### src/verilog/core_pkg.sv
package core_pkg;

  //////////////////////////////
  // widths
  localparam int data_width     = 32;
  localparam int inst_width     = 32;
  localparam int reg_addr_width = 5;
  localparam int imm_width      = 16;
  localparam int shamt_width    = 5;

  //////////////////////////////
  // instruction fields
  localparam int opcode_msb = 31;
  localparam int opcode_lsb = 26;
  localparam int rs_msb     = 25;
  localparam int rs_lsb     = 21;
  localparam int rt_msb     = 20;
  localparam int rt_lsb     = 16;
  localparam int rd_msb     = 15;
  localparam int rd_lsb     = 11;
  localparam int shamt_msb  = 10;
  localparam int shamt_lsb  = 6;
  localparam int imm_msb    = 15;
  localparam int imm_lsb    = 0;

  // r-type first, then the immediate forms
  typedef enum logic [5:0] {
    op_nop  = 6'h00,
    op_add  = 6'h01,
    op_sub  = 6'h02,
    op_and  = 6'h03,
    op_or   = 6'h04,
    op_xor  = 6'h05,
    op_slt  = 6'h06,
    op_sll  = 6'h07,
    op_addi = 6'h08,
    op_ori  = 6'h09,
    op_xori = 6'h0a
  } opcode_t;

  typedef enum logic [2:0] {
    alu_add,
    alu_sub,
    alu_and,
    alu_or,
    alu_xor,
    alu_slt,
    alu_sll
  } alu_op_t;

  //////////////////////////////
  // stage payloads
  typedef struct packed {
    logic                      valid;
    logic                      reg_write;
    logic                      reg_dst;
    logic                      alu_src;
    alu_op_t                   alu_op;
    logic [reg_addr_width-1:0] rs;
    logic [reg_addr_width-1:0] rt;
    logic [reg_addr_width-1:0] rd;
    logic [shamt_width-1:0]    shamt;
    logic [imm_width-1:0]      imm;
    logic [data_width-1:0]     rs_data;
    logic [data_width-1:0]     rt_data;
  } id_ex_t;

  typedef struct packed {
    logic                      valid;
    logic                      reg_write;
    logic [reg_addr_width-1:0] dst;
    logic [data_width-1:0]     result;
  } ex_wb_t;

  typedef struct packed {
    logic                      valid;
    logic [reg_addr_width-1:0] rd;
    logic [data_width-1:0]     data;
  } retire_t;

endpackage

### src/verilog/pipe_reg.sv
`timescale 1ns/1ps

module pipe_reg #(
  parameter type payload_t = logic
) (
  input  logic     clk,
  input  logic     rst_n,
  input  payload_t d,
  output payload_t q
);

  // whole payload cleared so the stage comes up empty
  always_ff @(posedge clk or negedge rst_n) begin
    if (!rst_n) begin
      q <= '0;
    end else begin
      q <= d;
    end
  end

endmodule

### src/verilog/register_file.sv
`timescale 1ns/1ps

module register_file
  import core_pkg::*;
(
  input  logic                      clk,
  input  logic                      rst_n,
  input  logic [reg_addr_width-1:0] rs_addr,
  input  logic [reg_addr_width-1:0] rt_addr,
  output logic [data_width-1:0]     rs_data,
  output logic [data_width-1:0]     rt_data,
  input  ex_wb_t                    wb
);

  logic [data_width-1:0] regs [1:31];
  logic                  wb_write;

  assign wb_write = wb.valid && wb.reg_write && (wb.dst != '0);

  always_ff @(posedge clk or negedge rst_n) begin
    if (!rst_n) begin
      for (int i = 1; i < 32; i++) begin
        regs[i] <= '0;
      end
    end else if (wb_write) begin
      regs[wb.dst] <= wb.result;
    end
  end

  // r0 reads zero, a write in flight is seen straight away
  function automatic logic [data_width-1:0] read_reg(input logic [reg_addr_width-1:0] addr);
    if (addr == '0) begin
      return '0;
    end
    if (wb_write && (wb.dst == addr)) begin
      return wb.result;
    end
    return regs[addr];
  endfunction

  always_comb begin
    rs_data = read_reg(rs_addr);
    rt_data = read_reg(rt_addr);
  end

endmodule

### src/verilog/decode_stage.sv
`timescale 1ns/1ps

module decode_stage
  import core_pkg::*;
(
  input  logic                      clk,
  input  logic                      rst_n,
  input  logic                      inst_valid,
  input  logic [inst_width-1:0]     inst,
  output logic [reg_addr_width-1:0] rs_addr,
  output logic [reg_addr_width-1:0] rt_addr,
  input  logic [data_width-1:0]     rs_data,
  input  logic [data_width-1:0]     rt_data,
  output id_ex_t                    id_ex
);

  logic                      if_valid;
  logic [inst_width-1:0]     if_inst;
  opcode_t                   opcode;
  logic [reg_addr_width-1:0] rd;
  logic [reg_addr_width-1:0] dst;
  logic                      known;
  logic                      reg_dst;
  logic                      alu_src;
  alu_op_t                   alu_op;
  id_ex_t                    id_next;

  //////////////////////////////
  // fetch/decode register
  always_ff @(posedge clk or negedge rst_n) begin
    if (!rst_n) begin
      if_valid <= 1'b0;
      if_inst  <= '0;
    end else begin
      if_valid <= inst_valid;
      if_inst  <= inst;
    end
  end

  assign opcode  = opcode_t'(if_inst[opcode_msb:opcode_lsb]);
  assign rs_addr = if_inst[rs_msb:rs_lsb];
  assign rt_addr = if_inst[rt_msb:rt_lsb];
  assign rd      = if_inst[rd_msb:rd_lsb];

  //////////////////////////////
  // opcode control
  always_comb begin
    known   = 1'b1;
    reg_dst = 1'b1;
    alu_src = 1'b0;
    alu_op  = alu_add;
    case (opcode)
      op_add: alu_op = alu_add;
      op_sub: alu_op = alu_sub;
      op_and: alu_op = alu_and;
      op_or:  alu_op = alu_or;
      op_xor: alu_op = alu_xor;
      op_slt: alu_op = alu_slt;
      op_sll: alu_op = alu_sll;
      op_addi, op_ori, op_xori: begin
        reg_dst = 1'b0;
        alu_src = 1'b1;
        alu_op  = (opcode == op_addi) ? alu_add : (opcode == op_ori) ? alu_or : alu_xor;
      end
      // nop and undefined codes
      default: known = 1'b0;
    endcase
  end

  assign dst = reg_dst ? rd : rt_addr;

  always_comb begin
    id_next.valid     = if_valid;
    id_next.reg_write = known && (dst != '0);
    id_next.reg_dst   = reg_dst;
    id_next.alu_src   = alu_src;
    id_next.alu_op    = alu_op;
    id_next.rs        = rs_addr;
    id_next.rt        = rt_addr;
    id_next.rd        = rd;
    id_next.shamt     = if_inst[shamt_msb:shamt_lsb];
    id_next.imm       = if_inst[imm_msb:imm_lsb];
    id_next.rs_data   = rs_data;
    id_next.rt_data   = rt_data;
  end

  pipe_reg #(.payload_t(id_ex_t)) i_id_ex (
    .clk   (clk),
    .rst_n (rst_n),
    .d     (id_next),
    .q     (id_ex)
  );

endmodule

### src/verilog/alu.sv
`timescale 1ns/1ps

module alu
  import core_pkg::*;
(
  input  alu_op_t                alu_op,
  input  logic [data_width-1:0]  a,
  input  logic [data_width-1:0]  b,
  input  logic [shamt_width-1:0] shamt,
  output logic [data_width-1:0]  result
);

  logic less;

  // signed compare
  assign less = $signed(a) < $signed(b);

  always_comb begin
    case (alu_op)
      alu_add: begin
        result = a + b;
      end
      alu_sub: begin
        result = a - b;
      end
      alu_and: begin
        result = a & b;
      end
      alu_or: begin
        result = a | b;
      end
      alu_xor: begin
        result = a ^ b;
      end
      alu_slt: begin
        result = {{(data_width-1){1'b0}}, less};
      end
      // shifts the rt operand, as in the r-type sll
      alu_sll: begin
        result = b << shamt;
      end
      default: begin
        result = '0;
      end
    endcase
  end

endmodule

### src/verilog/execute_stage.sv
`timescale 1ns/1ps

module execute_stage
  import core_pkg::*;
(
  input  id_ex_t id_ex,
  input  ex_wb_t wb,
  output ex_wb_t ex_result
);

  logic                      wb_write;
  logic                      fwd_rs;
  logic                      fwd_rt;
  logic [data_width-1:0]     op_a;
  logic [data_width-1:0]     rt_val;
  logic [data_width-1:0]     op_b;
  logic [data_width-1:0]     imm_ext;
  logic [reg_addr_width-1:0] dst;
  logic [data_width-1:0]     alu_result;

  //////////////////////////////
  // forwarding from wb
  assign wb_write = wb.valid && wb.reg_write && (wb.dst != '0);
  assign fwd_rs   = wb_write && (wb.dst == id_ex.rs);
  assign fwd_rt   = wb_write && (wb.dst == id_ex.rt);

  assign op_a   = fwd_rs ? wb.result : id_ex.rs_data;
  assign rt_val = fwd_rt ? wb.result : id_ex.rt_data;

  // immediates are zero extended
  assign imm_ext = {{(data_width-imm_width){1'b0}}, id_ex.imm};
  assign op_b    = id_ex.alu_src ? imm_ext : rt_val;

  // rd for r-type, rt for immediate forms
  assign dst = id_ex.reg_dst ? id_ex.rd : id_ex.rt;

  alu i_alu (
    .alu_op (id_ex.alu_op),
    .a      (op_a),
    .b      (op_b),
    .shamt  (id_ex.shamt),
    .result (alu_result)
  );

  always_comb begin
    ex_result.valid     = id_ex.valid;
    ex_result.reg_write = id_ex.reg_write;
    ex_result.dst       = dst;
    ex_result.result    = alu_result;
  end

endmodule

### src/verilog/mini_core.sv
`timescale 1ns/1ps

module mini_core
  import core_pkg::*;
(
  input  logic                  clk,
  input  logic                  rst_n,
  input  logic                  inst_valid,
  input  logic [inst_width-1:0] inst,
  output retire_t               retire
);

  id_ex_t                    id_ex;
  ex_wb_t                    ex_result;
  ex_wb_t                    wb;
  logic [reg_addr_width-1:0] rs_addr;
  logic [reg_addr_width-1:0] rt_addr;
  logic [data_width-1:0]     rs_data;
  logic [data_width-1:0]     rt_data;

  decode_stage i_decode_stage (
    .clk        (clk),
    .rst_n      (rst_n),
    .inst_valid (inst_valid),
    .inst       (inst),
    .rs_addr    (rs_addr),
    .rt_addr    (rt_addr),
    .rs_data    (rs_data),
    .rt_data    (rt_data),
    .id_ex      (id_ex)
  );

  register_file i_register_file (
    .clk     (clk),
    .rst_n   (rst_n),
    .rs_addr (rs_addr),
    .rt_addr (rt_addr),
    .rs_data (rs_data),
    .rt_data (rt_data),
    .wb      (wb)
  );

  execute_stage i_execute_stage (
    .id_ex     (id_ex),
    .wb        (wb),
    .ex_result (ex_result)
  );

  //////////////////////////////
  // writeback
  pipe_reg #(.payload_t(ex_wb_t)) ex_wb (
    .clk   (clk),
    .rst_n (rst_n),
    .d     (ex_result),
    .q     (wb)
  );

  // every register write shows up here
  assign retire = '{valid: wb.valid && wb.reg_write, rd: wb.dst, data: wb.result};

endmodule

### config.mk
export PLATFORM = sky130hd
export DESIGN_NAME = mini_core
export DESIGN_NICKNAME = d
export VERILOG_FILES = /design/src/verilog/core_pkg.sv /design/src/verilog/pipe_reg.sv /design/src/verilog/register_file.sv /design/src/verilog/decode_stage.sv /design/src/verilog/alu.sv /design/src/verilog/execute_stage.sv /design/src/verilog/mini_core.sv
export SDC_FILE = /design/constraint.sdc
export NUM_CORES = 2
export LEC_CHECK = 0
export BUFFER_PORTS_ARGS = -buffer_cell sky130_fd_sc_hd__buf_4
export CELL_PAD_IN_SITES_DETAIL_PLACEMENT = 0
export CELL_PAD_IN_SITES_GLOBAL_PLACEMENT = 1
export CORE_ASPECT_RATIO = 1.25
export CORE_UTILIZATION = 40
export DETAILED_ROUTE_END_ITERATION = 16
export GPL_TIMING_DRIVEN = 0
export PLACE_DENSITY_LB_ADDON = 0.15
export RECOVER_POWER = 50
export SYNTH_ARGS = -nofsm -noshare
export SYNTH_HDL_FRONTEND = slang
export SYNTH_HIERARCHICAL = 1
export SYNTH_SLANG_ARGS = --single-unit
### constraint.sdc
create_clock -name clk -period 4.8 [get_ports clk]
set_input_delay 0.24 -clock clk [delete_from_list [all_inputs] [get_ports clk]]
set_output_delay 0.24 -clock clk [all_outputs]
set_load 0.05 [all_outputs]
==> metrics.md <==
| Metric | Value |
|---|---|
| Layout cell share with drive strength beyond 1 | 0.372 |
| Area delta synth->final | 14.1% |
| Multiplexer area fraction after synthesis | 0.334 |
| Combinational share of power | 0.231 |
| Die X | 374 um |
| Total Routing Usage GR | 0.324 |
| Slew @ Worst Pin | 3.08 ns |
| Critical Path Fanout Max | 10 |
| CTS tree | done |
| Synth Cell Area | 69100 um2 |
| Hold crit path type | input port to flip-flop |
| Top-area cell type share of the netlist area | 0.424 |
| Crit path from | ex_wb/q[35]$_DFF_PN0_ |
| Syn_nets | 5685 |
| Worst R2R Start | ex_wb/q[35]$_DFF_PN0_ |
| Primary FF master, synth | dfrtp_1 |
| Largest net degree at the start of global routing | 172 |
| Residual DRC | 0 |
| Max stage delay cell, worst path | or4_4 |
| Max-slew violation count | 495 |
| Final WL | 285000 um |
| Lkg Pwr | 35.9 nW |
| Seq pwr share | 0.403 |
| Initial DRC count | 3887 |
| Synth warn | 6 |
| Final WS setup | -0.0951 ns |
| PD cells | 366 nW/um2 |
| Clock power frac | 0.366 |
| Htree depth | 4 |
| Worst path required time | 5.43 ns |
| Synthesis-stage register bit count | 1171 |
| Max Cap Violations | 6 |
| Starting utilization of the core area | 0.403 |
| Cells after synthesis | 5542 |
| Core area | 172000 um2 |
| Sequential area share after synthesis | 0.424 |
| RSZ-0062 raised after global routing | yes |
| Critical path buffer and inverter count | 2 |
| Adder-Cell Fraction of Synth Area | 0.0198 |
| Drt wl/cell | 34.7 um |
| Fmax | 0.204 GHz |
| Beginning of the worst hold path | inst[3] |
| Largest family of logic cells by synthesized area | multiplexers |
| Skew final | 0.0335 ns |
| Slew margin rel. | -1.05 |
| Critical path class | flip-flop to flip-flop |
| R2R cell count | 14 |
| Synth unique cells | 100 |
| Top cells by area, synth | dfrtp_1 (42%), mux2_2 (17%), mux4_2 (8.2%) |
| Violated checks | max-capacitance violations, max-slew violations, negative setup slack |
| Simple-Gate Fraction of Synth Area | 0.0524 |
| Final setup violation count | 4 |
| R2R Path End | ex_wb/q[29]$_DFF_PN0_ |
| CP peak stage delay | 0.57 ns |
| Row cnt | 170 |
| Detail Placement HPWL | 224000 um |
| Setup crit end kind | flip-flop |
| Maximum vdd drop | 0.388 mV |
| Status | finished with violations |
| First-pass GRT wire length | 400000 um |
| Critical path cell sequence | or4_4 -> o211a_4 -> buf_2 -> a41oi_1 -> a21oi_4 -> buf_4 -> mux4_2 -> mux2_2 -> mux2i_2 -> o21ai_1 -> a211o_1 -> a21oi_1 -> mux2_1 -> o22ai_2 |
| Fin. Hold Viols | 0 |
| Internal | 19.2 mW |
| Worst-path clk slew | 0.07 ns |
| NetSw | 9.64 mW |
| PnR Total Power | 28.9 mW |
| Final ANT Viol Nets | 0 |
| Die area | 174000 um2 |
| GP Congestion | 1.03 |
| Mean Syn Cell Area | 12.5 um2 |
| Critical Path AT | 5.52 ns |
| IO buf count | 72 |
| CTS buffer count | 135 |
| Layout Nets | 6009 |
| Die height | 467 um |
| Min Tclk post-route | 4.90 ns |
| DR vias | 50936 |
| Root buf cell | clkbuf_16 |
| Pre-antenna DRT Iters | 6 |
| Crit path capture | ex_wb/q[29]$_DFF_PN0_ |
| Sw Share | 0.334 |
| Initial antenna violation count | 23 |
| EDFF count, synth | 0 |
| Cell accounting for the most synthesized area | dfrtp_1 |
| Synth Area in XOR/XNOR | 0.00329 |
| CTS Sinks | 1171 |
| Final Cycle Share | 1.02 |
| Io pins | 73 |
| Internal reg-to-reg setup slack | -0.1 ns |
| Post-synthesis compound-gate area fraction | 0.115 |
| Post-synth ARST share | 1.00 |
| Delay-heaviest family, CP | multiplexers |
| WP depth | 14 |
| Vias in the first global route | 52510 |
| Setup TNS | -0.286 ns |
| Clock buffer depth | 3 |
| Clock latency on the worst-skew pair | 0.80 ns |
| Worst setup SP type | flip-flop |
| Via density | 6.20 |
| Grt ovf | 0 |
-- cells in the mapped netlist, types with 85 or more instances --
master and n:
a21oi_1 182, a22oi_1 282, buf_2 159, clkbuf_1 198
dfrtp_1 1171, ha_1 106, inv_1 94, mux2_2 1042
mux2i_1 482, mux4_2 251, nand2_1 146, nand3_1 85
nor2_1 158
-- power by group through the flow --
| stage | combinational, mW | clock [mW] | sequential [mW] |
|---|---|---|---|
| final | 6.67 | 10.6 | 11.7 |
| after floorplan | 3.66 | 0 | 11.6 |
| after global placement | 6.15 | 0 | 11.8 |
| after detailed placement | 6.24 | 0 | 11.8 |
| after global routing | 7.01 | 11.2 | 11.7 |
| after CTS | 6.54 | 10.8 | 11.6 |
-- registers in the layout (all words and copies together), names as in the netlist --
name / cells
i_decode_stage/i_id_ex/q: 107
ex_wb/q: 39
i_decode_stage/if_inst: 32
i_register_file/regs: 992
i_decode_stage/if_valid: 1
-- worst reg2reg max path: cells and delay by family, from the launching register on --
kind	cells	cell delay, ns
simple gates	1	0.57
flops	1	0.43
mux	4	1.65
compound gates	7	1.63
buf+inv	2	0.44
-- cell usage in the layout, fill, tap and decap left out, types with 54 or more instances in the layout --
cell          n
dfrtp_1    1166
mux2_2     1042
mux2i_1     480
a22oi_1     282
mux4_2      251
clkbuf_1    224
nor2_1      156
buf_4       153
buf_2       153
nand2_1     145
a21oi_1     144
clkbuf_16   137
ha_1         98
inv_1        89
nand3_1      81
buf_1        73
and3_1       67
nand2b_1     63
buf_6        63
a221o_1      58
o21ai_0      54
a211o_1      54
-- layout make-up --
| cell class | instances | area (um2) |
|---|---|---|
| antenna | 14 | 35.0 |
| buffer | 567 | 3230 |
| clock buffer | 190 | 3890 |
| clock inverter | 43 | 581 |
| fill | 15865 | 92800 |
| inverter | 99 | 383 |
| multi-input combinational | 3701 | 37000 |
| sequential | 1171 | 29300 |
| tap | 2236 | 2800 |
| timing repair buffer | 191 | 1630 |
-- how the worst min path moves through the flow --
stage                                         endpoint  slack (ns)  depth (start not counted)
2_1_floorplan                     ex_wb/q[0]$_DFF_PN0_       -0.06                          0
3_3_place_gp   i_decode_stage/i_id_ex/q[106]$_DFF_PN0_        0.33                          0
3_5_place_dp                     ex_wb/q[27]$_DFF_PN0_        0.20                          1
4_1_cts            i_decode_stage/if_inst[3]$_DFF_PN0_        0.03                          2
5_1_grt            i_decode_stage/if_inst[5]$_DFF_PN0_        0.07                          2
6_report           i_decode_stage/if_inst[3]$_DFF_PN0_        0.11                          2
-- timing repair --
| item | CTS | global route |
|---|---|---|
| pin swaps | 47 | 15 |
| setup buffers | 58 | 14 |
| endpoints found under the hold margin | 530 | 0 |
| setup endpoints to repair | 32 | 15 |
| hold buffers | 36 | 0 |
| resized for setup | 162 | 39 |
-- kinds of logic (layout without fill, tap and decap cells) --
family / Yosys count / in the layout
XOR/XNOR: 26 / 26
AO/OA/AOI/OAI: 1024 / 1024
other: 0 / 14
multiplexers: 1840 / 1840
flip-flops: 1171 / 1171
AND/OR/NAND/NOR: 703 / 703
buffers and inverters: 670 / 1090
adder cells (fa/ha/maj): 108 / 108
-- per-stage QoR --
stage / utilization / setup WS [ns] / std cells / hold slack, ns / instance area (um2)
2_1_floorplan: - / 0.0999 / 5542 / -0.0556 / 69100
3_3_place_gp: 0.422 / -11.30 / 7850 / 0.333 / 72500
3_5_place_dp: 0.424 / -2.78 / 7862 / 0.203 / 72700
4_1_cts: 0.459 / -0.0472 / 8186 / 0.0310 / 78700
5_1_grt: 0.459 / -0.158 / 8199 / 0.0747 / 78800
6_report: 0.459 / -0.0951 / 8212 / 0.109 / 78800
-- metal layers --
| layer | GRT usage | routed length [um] | vias up |
|---|---|---|---|
| li1 | - | - | 21710 |
| met1 | 0.378 | 108000 | 26722 |
| met2 | 0.565 | 142000 | 1872 |
| met3 | 0.0493 | 15400 | 624 |
| met4 | 0.190 | 19300 | 8 |
| met5 | 0 | 46 | - |
(Power assumes the default switching activity.)
